File: config.mk
export PLATFORM = sky130hd
export DESIGN_NAME = rv_backend_top
export DESIGN_NICKNAME = d
export VERILOG_FILES = /design/src/rv_isa_pkg.sv /design/src/rv_pipe_pkg.sv /design/src/rv_alu_stage.sv /design/src/rv_reg_ex_mem.sv /design/src/rv_mem_stage.sv /design/src/rv_writeback.sv /design/src/rv_backend_top.sv
export SDC_FILE = /design/constraint.sdc
export NUM_CORES = 2
export LEC_CHECK = 0
export BUFFER_PORTS_ARGS = -buffer_cell sky130_fd_sc_hd__buf_4
export CORE_MARGIN = 2
export CORE_UTILIZATION = 40
export DETAILED_ROUTE_END_ITERATION = 10
export GPL_TIMING_DRIVEN = 0
export PLACE_DENSITY_LB_ADDON = 0.1
export SYNTH_ARGS = -nofsm -noshare
export SYNTH_HDL_FRONTEND = slang
export SYNTH_HIERARCHICAL = 1
export SYNTH_SLANG_ARGS = --single-unit
File: constraint.sdc
create_clock -name clk -period 10.15 [get_ports clk]
set_input_delay 0.5075 -clock clk [delete_from_list [all_inputs] [get_ports clk]]
set_output_delay 0.5075 -clock clk [all_outputs]
set_load 0.05 [all_outputs]
File: src/rv_isa_pkg.sv
`default_nettype none

package rv_isa_pkg;

    // Datapath width and data memory geometry
    localparam int xlen           = 32;
    localparam int dmem_words     = 64;
    localparam int dmem_addr_bits = 6;

    // Distance to the next sequential instruction
    localparam logic [xlen-1:0] pc_step = 32'd4;

    typedef enum logic [3:0] {
        alu_add    = 4'd0,
        alu_sub    = 4'd1,
        alu_and    = 4'd2,
        alu_or     = 4'd3,
        alu_xor    = 4'd4,
        alu_sll    = 4'd5,
        alu_srl    = 4'd6,
        alu_sra    = 4'd7,
        alu_slt    = 4'd8,
        alu_sltu   = 4'd9,
        alu_pass_b = 4'd10
    } alu_op_e;

    // Source of the value written back to rd
    typedef enum logic [1:0] {
        res_alu = 2'd0,
        res_mem = 2'd1,
        res_pc4 = 2'd2
    } res_src_e;

    // Load and store widths, encoded as funct3
    typedef enum logic [2:0] {
        mem_b  = 3'b000,
        mem_h  = 3'b001,
        mem_w  = 3'b010,
        mem_bu = 3'b100,
        mem_hu = 3'b101
    } mem_width_e;

endpackage

`default_nettype wire

File: src/rv_pipe_pkg.sv
`default_nettype none

package rv_pipe_pkg;

    import rv_isa_pkg::*;

    // Decoded instruction with operand values, as issued to execute
    typedef struct packed {
        logic              valid;
        logic              reg_write;
        logic              mem_write;
        logic              mem_read;
        res_src_e          res_src;
        alu_op_e           alu_op;
        logic              use_imm;
        mem_width_e        width;
        logic [4:0]        rd;
        logic [xlen-1:0]   pc;
        logic [xlen-1:0]   rs1_data;
        logic [xlen-1:0]   rs2_data;
        logic [xlen-1:0]   imm;
    } id_ex_t;

    // Execute results on their way to memory access
    typedef struct packed {
        logic              valid;
        logic              reg_write;
        logic              mem_write;
        res_src_e          res_src;
        mem_width_e        width;
        logic [4:0]        rd;
        logic [xlen-1:0]   alu_result;
        logic [xlen-1:0]   rs2_data;
        logic [xlen-1:0]   pc_plus4;
    } ex_mem_t;

    // Memory stage results; load_data is already extended
    typedef struct packed {
        logic              valid;
        logic              reg_write;
        res_src_e          res_src;
        logic [4:0]        rd;
        logic [xlen-1:0]   alu_result;
        logic [xlen-1:0]   load_data;
        logic [xlen-1:0]   pc_plus4;
    } mem_wb_t;

    // Final register file update leaving the pipeline
    typedef struct packed {
        logic              valid;
        logic              reg_write;
        logic [4:0]        rd;
        logic [xlen-1:0]   data;
    } wb_t;

endpackage

`default_nettype wire

File: src/rv_alu_stage.sv
`default_nettype none

module rv_alu_stage (
    input  rv_pipe_pkg::id_ex_t  id_ex,
    output rv_pipe_pkg::ex_mem_t ex
);

    import rv_isa_pkg::*;

    logic [xlen-1:0] op_a;
    logic [xlen-1:0] op_b;
    logic [4:0]      shamt;
    logic [xlen-1:0] result;

    // Second operand is the immediate for I-type and store addressing
    assign op_a  = id_ex.rs1_data;
    assign op_b  = id_ex.use_imm ? id_ex.imm : id_ex.rs2_data;
    assign shamt = op_b[4:0];

    always_comb begin
        case (id_ex.alu_op)
            alu_add:    result = op_a + op_b;
            alu_sub:    result = op_a - op_b;
            alu_and:    result = op_a & op_b;
            alu_or:     result = op_a | op_b;
            alu_xor:    result = op_a ^ op_b;
            alu_sll:    result = op_a << shamt;
            alu_srl:    result = op_a >> shamt;
            alu_sra:    result = $signed(op_a) >>> shamt;
            alu_slt: begin
                result = {{(xlen-1){1'b0}}, $signed(op_a) < $signed(op_b)};
            end
            alu_sltu: begin
                result = {{(xlen-1){1'b0}}, op_a < op_b};
            end
            // lui-style, the immediate goes straight through
            alu_pass_b: result = op_b;
            default:    result = '0;
        endcase
    end

    always_comb begin
        ex.valid      = id_ex.valid;
        ex.reg_write  = id_ex.reg_write;
        ex.mem_write  = id_ex.mem_write;
        ex.res_src    = id_ex.res_src;
        ex.width      = id_ex.width;
        ex.rd         = id_ex.rd;
        ex.alu_result = result;
        ex.rs2_data   = id_ex.rs2_data;
        // Return address for jal/jalr style results
        ex.pc_plus4   = id_ex.pc + pc_step;
    end

endmodule

`default_nettype wire

File: src/rv_reg_ex_mem.sv
`default_nettype none

module rv_reg_ex_mem #(
    parameter int ex_mem_reg = 1
) (
    input  logic                 clk,
    input  logic                 rst_n,
    input  rv_pipe_pkg::ex_mem_t ex,
    output rv_pipe_pkg::ex_mem_t mem
);

    import rv_pipe_pkg::*;

    if (ex_mem_reg != 0) begin : g_registered
        logic    valid_q;
        logic    reg_write_q;
        logic    mem_write_q;
        ex_mem_t data_q;

        // Control bits with synchronous reset
        always_ff @(posedge clk) begin
            if (!rst_n) begin
                valid_q     <= 1'b0;
                reg_write_q <= 1'b0;
                mem_write_q <= 1'b0;
            end else begin
                valid_q     <= ex.valid;
                reg_write_q <= ex.reg_write;
                mem_write_q <= ex.mem_write;
            end
        end

        // Payload fields
        always_ff @(posedge clk) begin
            data_q <= ex;
        end

        always_comb begin
            mem           = data_q;
            mem.valid     = valid_q;
            mem.reg_write = reg_write_q;
            mem.mem_write = mem_write_q;
        end
    end else begin : g_passthrough
        // Execute feeds memory access directly when the stage is collapsed
        assign mem = ex;
    end

endmodule

`default_nettype wire

File: src/rv_mem_stage.sv
`default_nettype none

module rv_mem_stage (
    input  logic                 clk,
    input  rv_pipe_pkg::ex_mem_t mem,
    output rv_pipe_pkg::mem_wb_t mem_wb
);

    import rv_isa_pkg::*;

    logic [xlen-1:0] dmem [dmem_words];

    logic [dmem_addr_bits-1:0] word_addr;
    logic [1:0]                byte_off;
    logic [xlen-1:0]           rd_word;
    logic [xlen-1:0]           wr_word;
    logic [7:0]                sel_byte;
    logic [15:0]               sel_half;
    logic [xlen-1:0]           load_val;

    assign word_addr = mem.alu_result[dmem_addr_bits+1:2];
    assign byte_off  = mem.alu_result[1:0];
    assign rd_word   = dmem[word_addr];

    // Merge store data into the current word
    always_comb begin
        wr_word = rd_word;
        case (mem.width)
            mem_b, mem_bu: wr_word[{byte_off, 3'b000} +: 8] = mem.rs2_data[7:0];
            mem_h, mem_hu: wr_word[{byte_off[1], 4'b0000} +: 16] = mem.rs2_data[15:0];
            default:       wr_word = mem.rs2_data;
        endcase
    end

    // Write lands at the end of the cycle, a following load sees it
    always_ff @(posedge clk) begin
        if (mem.valid && mem.mem_write) begin
            dmem[word_addr] <= wr_word;
        end
    end

    // Load field extraction
    assign sel_byte = rd_word[{byte_off, 3'b000} +: 8];
    assign sel_half = rd_word[{byte_off[1], 4'b0000} +: 16];

    always_comb begin
        case (mem.width)
            mem_b:   load_val = {{(xlen-8){sel_byte[7]}}, sel_byte};
            mem_bu:  load_val = {{(xlen-8){1'b0}}, sel_byte};
            mem_h:   load_val = {{(xlen-16){sel_half[15]}}, sel_half};
            mem_hu:  load_val = {{(xlen-16){1'b0}}, sel_half};
            default: load_val = rd_word;
        endcase
    end

    always_comb begin
        mem_wb.valid      = mem.valid;
        mem_wb.reg_write  = mem.reg_write;
        mem_wb.res_src    = mem.res_src;
        mem_wb.rd         = mem.rd;
        mem_wb.alu_result = mem.alu_result;
        mem_wb.load_data  = load_val;
        mem_wb.pc_plus4   = mem.pc_plus4;
    end

endmodule

`default_nettype wire

File: src/rv_writeback.sv
`default_nettype none

module rv_writeback (
    input  logic                 clk,
    input  logic                 rst_n,
    input  rv_pipe_pkg::mem_wb_t mem_wb,
    output rv_pipe_pkg::wb_t     wb
);

    import rv_isa_pkg::*;
    import rv_pipe_pkg::*;

    logic    valid_q;
    logic    reg_write_q;
    mem_wb_t data_q;

    always_ff @(posedge clk) begin
        if (!rst_n) begin
            valid_q     <= 1'b0;
            reg_write_q <= 1'b0;
        end else begin
            valid_q     <= mem_wb.valid;
            reg_write_q <= mem_wb.reg_write;
        end
    end

    always_ff @(posedge clk) begin
        data_q <= mem_wb;
    end

    // Pick the final result for rd
    always_comb begin
        wb.valid     = valid_q;
        wb.reg_write = valid_q & reg_write_q;
        wb.rd        = data_q.rd;
        case (data_q.res_src)
            res_mem: wb.data = data_q.load_data;
            res_pc4: wb.data = data_q.pc_plus4;
            default: wb.data = data_q.alu_result;
        endcase
    end

endmodule

`default_nettype wire

File: src/rv_backend_top.sv
`default_nettype none

module rv_backend_top #(
    parameter int ex_mem_reg = 1
) (
    input  logic                clk,
    input  logic                rst_n,
    input  rv_pipe_pkg::id_ex_t id_ex,
    output rv_pipe_pkg::wb_t    wb
);

    import rv_pipe_pkg::*;

    ex_mem_t ex;
    ex_mem_t mem;
    mem_wb_t mem_wb;

    rv_alu_stage rv_alu_stage_inst (
        .id_ex (id_ex),
        .ex    (ex)
    );

    // Optional register between execute and memory access
    rv_reg_ex_mem #(
        .ex_mem_reg (ex_mem_reg)
    ) rv_reg_ex_mem_inst (
        .clk   (clk),
        .rst_n (rst_n),
        .ex    (ex),
        .mem   (mem)
    );

    rv_mem_stage rv_mem_stage_inst (
        .clk    (clk),
        .mem    (mem),
        .mem_wb (mem_wb)
    );

    rv_writeback rv_writeback_inst (
        .clk    (clk),
        .rst_n  (rst_n),
        .mem_wb (mem_wb),
        .wb     (wb)
    );

endmodule

`default_nettype wire

# --- Word-level counts from Yosys, hierarchy flattened ---
# Memory sizes are Yosys's and may differ from the RTL's. A register that Yosys moved wholly into a read port is not among the register bits.
# Index checks and enable logic that the tools add are counted.
classes:
  addsub: 5
  magnitude_cmp: 2
  n_eq_ne: 15
  shifts: 9
  mux: 9
  bitwise: 4
  reduce_logical: 5
op_table:
  columns: ["op", "n"]
  rows:
  - ["$pmux W32 S11", 1]
  - ["$pmux W32 S2", 2]
  - ["$pmux W32 S4", 1]
  - ["$bwmux W32", 2]
  - ["$lt A32 B32 Y1", 2]
  - ["$add A32 B3 Y32 const B", 1]
  - ["$add A32 B32 Y32", 1]
  - ["$and A32 B32 Y32", 1]
  - ["$mux W32", 1]
  - ["$or A32 B32 Y32", 1]
  - ["$shift A16 B7 Y32 const A", 1]
  - ["$shift A8 B7 Y32 const A", 1]
  - ["$shiftx A16 B7 Y32", 1]
  - ["$shiftx A32 B6 Y16", 1]
  - ["$shiftx A32 B6 Y8", 1]
  - ["$shiftx A8 B7 Y32", 1]
  - ["$shl A32 B5 Y32", 1]
  - ["$shr A32 B5 Y32", 1]
  - ["$sshr A32 B5 Y32", 1]
  - ["$sub A32 B32 Y32", 1]
  - ["$xor A32 B32 Y32", 1]
  - ["$eq A4 B3 Y1 const B", 4]
  - ["$neg A5 Y7", 2]
  - ["$eq A4 B4 Y1 const B", 3]
  - ["other kinds (12)", 16]
totals:
  regBits: 214
  mem_bits_rw: 2048
  input_bits: 149
  mem_count: 1
mem_list:
  columns: ["name", "depth", "width", "rd", "rd_clocked_by_memory_dff", "write_ports", "line_no", "text"]
  rows:
  - ["rv_mem_stage_inst.dmem", 64, 32, 1, 1, 1, "rv_mem_stage.sv:11", "logic [xlen-1:0] dmem [dmem_words];"]

# --- Logic depth before layout (Yosys ltp) ---
depth:
  depth_word: 4
  depth_mapped: 19
  ltp_nobuf: 14

# --- Cells and area by module ---
# The synthesis kept the hierarchy.
modules_own_cells:
  columns: ["mod", "instances", "cells_each", "area_each_um2", "seq_area_each_um2"]
  rows:
  - ["rv_mem_stage", 1, 4449, 80591.0, 61499.0]
  - ["rv_alu_stage", 1, 1603, 10649.0, 0.0]
  - ["rv_writeback", 1, 227, 2810.2, 2102.0]
  - ["rv_reg_ex_mem", 1, 115, 2223.4, 2182.1]

# --- Worst setup path before layout ---
# No wires, ideal clock.
synth_timing:
  kind: "reg2reg"
  start: "reg rv_reg_ex_mem_inst.g_registered.data_q, in the netlist rv_reg_ex_mem_inst/mem[65]"
  end: "mem rv_mem_stage_inst.dmem[0][20] (data pin)"
  setup_time_ns: 0.719
  arrival_ns: 5.152
  setup_slack_ns: 4.280
  path_stages_with_launch: 10
  path_buffers: 3
  cell_sequence: "dfxtp_1 > clkbuf_1 > inv_1 > clkbuf_1 > buf_1 > ha_1 > nand2_1 > nor3_1 > a221oi_1 > o31ai_1"
synth_via:
  elab_chain_cells: 4
  elab_cells_between_ends: 9
  cone_classes: "2 x add/sub; 4 x shift; 3 x mux"
synth_rtl:
  columns: ["element", "line_no", "text"]
  rows:
  - ["start: declaration", "rv_reg_ex_mem.sv:18", "ex_mem_t data_q;"]
  - ["start signal: assignment", "rv_reg_ex_mem.sv:35", "data_q <= ex;"]
  - ["$neg A5 Y7 (on tied branches)", "rv_mem_stage.sv:30, rv_mem_stage.sv:29", null]
  - ["$shiftx A16 B7 Y32 (tied with other cells)", "rv_mem_stage.sv:30", "mem_h, mem_hu: wr_word[{byte_off[1], 4'b0000} +: 16] = mem.rs2_data[15:0];"]
  - ["$bwmux W32 (on tied branches)", "rv_mem_stage.sv:30, rv_mem_stage.sv:29", null]
  - ["$pmux W32 S2 *", "rv_mem_stage.sv:28", "case (mem.width)"]
  - ["net rv_mem_stage_inst.wr_word[20]", "rv_mem_stage.sv:16", "logic [xlen-1:0] wr_word;"]
  - ["end: declaration", "rv_mem_stage.sv:11", null]
# The timed path passes the listed nets; every way through them passes the cells marked *.

==> flow_summary.html <==
<table>
<tr><th>Metric</th><th>Value</th></tr>
<tr><th colspan="2">STA</th></tr>
<tr><td>Max Slew Vio Count</td><td>160</td></tr>
<tr><td>Setup_tns</td><td>0 ns</td></tr>
<tr><td>Final Setup Violations</td><td>0</td></tr>
<tr><td>Post-Route Skew</td><td>about 0.09 ns</td></tr>
<tr><td>Hold violation count in the final report</td><td>0</td></tr>
<tr><td>Final min period</td><td>7.79 ns</td></tr>
<tr><td>Fraction of the cycle the final worst path needs</td><td>around 77%</td></tr>
<tr><td>Measured slew at the worst slew-check pin</td><td>about 1.8 ns</td></tr>
<tr><td>Achievable frequency</td><td>around 130 MHz</td></tr>
<tr><td>Relative slew slack</td><td>-17.1%</td></tr>
<tr><td>Setup repair after global routing missed its margin</td><td>false</td></tr>
<tr><td>Final worst slack</td><td>2.36 ns</td></tr>
<tr><th colspan="2">Placed design</th></tr>
<tr><td>Port buffer count</td><td>approximately 170</td></tr>
<tr><td>Estimated wirelength of the detail-placed design</td><td>339000 microns</td></tr>
<tr><td>Weighted congestion reported at the end of routability-driven placement</td><td>a little under 1</td></tr>
<tr><td>Worst setup slack after placement</td><td>2.51 ns</td></tr>
<tr><th colspan="2">Yosys</th></tr>
<tr><td>Synth Flop Type</td><td>sky130_fd_sc_hd__edfxtp_1</td></tr>
<tr><td>Number of enable-type register cells in the synthesized netlist</td><td>2048</td></tr>
<tr><td>Number of warning messages in the yosys log</td><td>6</td></tr>
<tr><td>Post-Synthesis Cells</td><td>~6.4k</td></tr>
<tr><td>Asr flop ratio synth</td><td>0%</td></tr>
<tr><td>Post-synthesis area per instance</td><td>15.1 sq um</td></tr>
<tr><td>Proportion of synthesized chip area in sequential cells</td><td>68.3%</td></tr>
<tr><td>Net count after synthesis</td><td>6659</td></tr>
<tr><td>Post-synth design cell area</td><td>between 90000 and 100000 sq um</td></tr>
<tr><td>Netlist cell types</td><td>~110</td></tr>
<tr><td>#FFs+latches synth</td><td>2262</td></tr>
<tr><th colspan="2">CTS</th></tr>
<tr><td>Worst-skew pair later-pin latency</td><td>~0.91 ns</td></tr>
<tr><td>CTS Buf Count</td><td>230</td></tr>
<tr><td>CTS root buffer</td><td>sky130_fd_sc_hd__clkbuf_16</td></tr>
<tr><td>CTS sink count</td><td>2262</td></tr>
<tr><td>Post CTS Setup Buffer Count</td><td>0</td></tr>
<tr><td>Clock transition at path regs</td><td>0.06 ns</td></tr>
<tr><td>H-tree lvl count</td><td>4</td></tr>
<tr><td>TritonCTS clock tree</td><td>built</td></tr>
<tr><td>Max Buffers Root-to-Sink</td><td>3</td></tr>
<tr><td>Resize count post-CTS</td><td>0</td></tr>
<tr><th colspan="2">Route</th></tr>
<tr><td>Remaining design rule violation count</td><td>0</td></tr>
<tr><td>Routed met1 length</td><td>176000 microns</td></tr>
<tr><td>Total Wirelength</td><td>a little under 500000 microns</td></tr>
<tr><td>Per-cell routed wire length</td><td>46.1 microns</td></tr>
<tr><td>Uppermost layer routed</td><td>met5</td></tr>
<tr><td>Via density per instance</td><td>6.82</td></tr>
<tr><td>Met3 WL post-DR</td><td>62800 microns</td></tr>
<tr><td>Number of vias in the routed layout</td><td>71.5k</td></tr>
<tr><td>Detailed Route Iter0 Violations</td><td>~13k</td></tr>
<tr><td>Post-route antenna net violation count</td><td>0</td></tr>
<tr><td>Met2 routed wirelength</td><td>210000 microns</td></tr>
<tr><td>Drt pass-1 iters</td><td>9</td></tr>
<tr><th colspan="2">Worst setup path</th></tr>
<tr><td>Critical Path AT</td><td>8.52 ns</td></tr>
<tr><td>Source of the worst register-to-register timing path</td><td>rv_reg_ex_mem_inst/mem[68]</td></tr>
<tr><td>Type of the setup path with the least slack</td><td>flop to flop</td></tr>
<tr><td>Critical R2R Capture</td><td>rv_mem_stage_inst/dmem[4][26]</td></tr>
<tr><td>Worst Reg2Reg Path Length in Cells</td><td>16</td></tr>
<tr><td>Critical path fanouts, max</td><td>15</td></tr>
<tr><td>Type of element capturing the critical path</td><td>flop</td></tr>
<tr><td>Kind of launch point of the worst setup path</td><td>flop</td></tr>
<tr><td>Register-to-register path setup slack</td><td>2.36 ns</td></tr>
<tr><td>Critical path required time</td><td>10.88 ns</td></tr>
<tr><th colspan="2">Hold path</th></tr>
<tr><td>Worst hold path cell count</td><td>5</td></tr>
<tr><td>Hold path startpoint</td><td>id_ex[20]</td></tr>
<tr><td>Hold EP</td><td>rv_reg_ex_mem_inst/mem[84]</td></tr>
<tr><td>Hold crit path type</td><td>input pin to flop</td></tr>
<tr><th colspan="2">Finish</th></tr>
<tr><td>Net count of the finished layout</td><td>around 7.4k</td></tr>
<tr><td>Flip-flop and latch area</td><td>65800 sq um</td></tr>
<tr><td>Commonest non-fill, non-tap cell in the layout</td><td>sky130_fd_sc_hd__edfxtp_1</td></tr>
<tr><td>Proportion of layout cells with a drive suffix above 1</td><td>20.8%</td></tr>
<tr><td>Multi-input gate area</td><td>27600 sq um</td></tr>
<tr><td>Area Overhead vs Synth</td><td>19.7%</td></tr>
<tr><td>Number of fill cells</td><td>20.8k</td></tr>
<tr><td>Leading cell types in the layout, fill and taps excluded</td><td>sky130_fd_sc_hd__edfxtp_1, sky130_fd_sc_hd__nand2_1, sky130_fd_sc_hd__buf_4</td></tr>
<tr><th colspan="2">Die</th></tr>
<tr><td>Boundary Pins</td><td>188</td></tr>
<tr><td>Initial core utilization</td><td>about 40%</td></tr>
<tr><td>Die Ht</td><td>495 microns</td></tr>
<tr><td>Die area</td><td>245000 sq um</td></tr>
<tr><td>Die outline width</td><td>495 microns</td></tr>
<tr><td>Area of the core</td><td>240000 sq um</td></tr>
<tr><td>Number of placement rows</td><td>180</td></tr>
<tr><th colspan="2">Pwr</th></tr>
<tr><td>Power density of the placed cells</td><td>219 nW/um^2</td></tr>
<tr><td>Worst vdd ir</td><td>roughly 0.17 mV</td></tr>
<tr><td>Leakage component of the power</td><td>39.0 nW</td></tr>
<tr><th colspan="2">Global routing</th></tr>
<tr><td>Via count of the first global-routing pass</td><td>65.5k</td></tr>
<tr><td>Global-route wire length before repair</td><td>627000 microns</td></tr>
<tr><td>Overall Global Routing Usage</td><td>38.7%</td></tr>
<tr><td>Total congestion overflow after global routing</td><td>0</td></tr>
<tr><td>Maximum number of pins on one net before global-route repair</td><td>57</td></tr>
<tr><td>Antenna violations before repair</td><td>36</td></tr>
<tr><th colspan="2">Status</th></tr>
<tr><td>Failing checks</td><td>max-capacitance violations, max-slew violations</td></tr>
<tr><td>Run status</td><td>finished with violations</td></tr>
<tr><th colspan="2">Run</th></tr>
<tr><td>Number of maximum-capacitance constraint violations</td><td>19</td></tr>
</table>
-- through the flow --
| step | cell area, sq um | total power [mW] | hold WS (ns) | util [%] | cells |
|---|---|---|---|---|---|
| 2_1_floorplan | 96300 | 13.6 | 0.400 | - | 6394 |
| 3_3_place_gp | 102000 | 16.3 | 0.400 | 42.3 | 9748 |
| 3_5_place_dp | 107000 | 16.5 | 0.402 | 44.5 | 9951 |
| 4_1_cts | 115000 | 25.0 | 0.198 | 48.0 | 10473 |
| 5_1_grt | 115000 | 25.6 | 0.216 | 48.0 | 10476 |
| 6_report | 115000 | 25.2 | 0.230 | 48.0 | 10488 |
-- worst max-delay path, stage by stage (launching register included) --
cell and delay (ns):
sky130_fd_sc_hd__dfxtp_1 0.71, sky130_fd_sc_hd__buf_6 0.27, sky130_fd_sc_hd__buf_6 0.19, sky130_fd_sc_hd__nor2b_1 0.19
sky130_fd_sc_hd__buf_2 0.46, sky130_fd_sc_hd__buf_1 0.99, sky130_fd_sc_hd__buf_1 1.18, sky130_fd_sc_hd__a221oi_1 0.29
sky130_fd_sc_hd__o22ai_1 0.35, sky130_fd_sc_hd__a211oi_1 0.21, sky130_fd_sc_hd__nand3_1 0.70, sky130_fd_sc_hd__mux2i_1 0.16
sky130_fd_sc_hd__o211ai_1 0.88, sky130_fd_sc_hd__buf_4 0.36, sky130_fd_sc_hd__buf_6 0.19, sky130_fd_sc_hd__buf_4 0.21
sky130_fd_sc_hd__buf_6 0.17
-- flip-flops by register name (all words and copies together) (netlist names) --
register                                     count
rv_reg_ex_mem_inst/g_registered.mem_write_q      1
rv_reg_ex_mem_inst/g_registered.reg_write_q      1
rv_reg_ex_mem_inst/g_registered.valid_q          1
rv_mem_stage_inst/dmem                        2048
rv_writeback_inst/reg_write_q                    1
rv_writeback_inst/data_q                        98
rv_writeback_inst/valid_q                        1
rv_reg_ex_mem_inst/mem                         106
rv_writeback_inst/wb                             5
-- cells in the mapped netlist (54+ instances only) --
library cell,count,area (sq um)
sky130_fd_sc_hd__o221ai_1,55,482
sky130_fd_sc_hd__a221o_1,71,711
sky130_fd_sc_hd__a22o_1,54,473
sky130_fd_sc_hd__mux2_2,144,1620
sky130_fd_sc_hd__nor2_1,333,1250
sky130_fd_sc_hd__a221oi_1,174,1520
sky130_fd_sc_hd__buf_2,116,581
sky130_fd_sc_hd__buf_4,170,1280
sky130_fd_sc_hd__nand2_1,361,1360
sky130_fd_sc_hd__edfxtp_1,2048,61500
sky130_fd_sc_hd__a31oi_1,58,363
sky130_fd_sc_hd__ha_1,114,1430
sky130_fd_sc_hd__a21oi_1,235,1180
sky130_fd_sc_hd__o211ai_1,54,405
sky130_fd_sc_hd__dfxtp_1,214,4280
sky130_fd_sc_hd__o21ai_0,168,841
sky130_fd_sc_hd__o22ai_1,111,694
sky130_fd_sc_hd__clkbuf_1,179,672
sky130_fd_sc_hd__mux4_2,141,3180
sky130_fd_sc_hd__a22oi_1,330,2480
sky130_fd_sc_hd__inv_1,106,398
sky130_fd_sc_hd__nand3_1,61,305
sky130_fd_sc_hd__mux2i_1,306,3060
-- cells by family (layout without fill, tap and decap cells) --
family          Yosys count  in the layout  synth area share [%]
flops                  2262           2262                  68.3
compound gates         1652           1652                  12.4
simple gates           1047           1047                  5.19
buf+inv                 683           1577                  3.93
mux                     599            599                  8.30
fa+ha+maj               116            116                  1.52
xor+xnor                 35             35                 0.318
other cells               0             15                     0
-- final cells by class --
class                   instances  share of cell area [%]
flip-flops and latches       2262                    57.1
multi-input cells            3449                    24.0
repair buffers                467                    5.56
inverters                     111                   0.362
well taps                    3185                    3.46
clock buffers                 293                    5.32
plain buffers                 572                    2.95
diodes                         15                  0.0326
clock inverters               134                    1.27
-- layer usage --
| layer | global-route usage (%) | vias up |
|---|---|---|
| li1 | - | 26895 |
| met2 | 57.5 | 6012 |
| met1 | 50.7 | 37152 |
| met4 | 22.8 | 32 |
| met5 | 0 | - |
| met3 | 10.7 | 1415 |
-- repair_timing --
item | CTS | global route
hold buffers | 95 | 0
endpoints found under the setup margin | 0 | 0
hold endpoints to repair | 79 | 0
-- worst max-delay path by stage --
stage	start	endpoint	cells after the start
5_1_grt	rv_reg_ex_mem_inst/mem[68]	rv_mem_stage_inst/dmem[3][26]	16
6_report	rv_reg_ex_mem_inst/mem[68]	rv_mem_stage_inst/dmem[4][26]	16
3_3_place_gp	rv_reg_ex_mem_inst/mem[66]	rv_mem_stage_inst/dmem[37][30]	11
3_5_place_dp	id_ex[136]	rv_reg_ex_mem_inst/mem[64]	16
2_1_floorplan	rv_reg_ex_mem_inst/mem[65]	rv_mem_stage_inst/dmem[0][20]	9
4_1_cts	rv_reg_ex_mem_inst/mem[68]	rv_mem_stage_inst/dmem[3][26]	16
-- where the power goes --
part | internal [mW] | leakage, nW | switching [mW]
combinational | 1.56 | 15.0 | 4.27
clock | 4.88 | 3.70 | 3.76
sequential | 10.7 | 20.3 | 0.0751
total | 17.1 | 39.0 | 8.11
(Power assumes the default switching activity.)
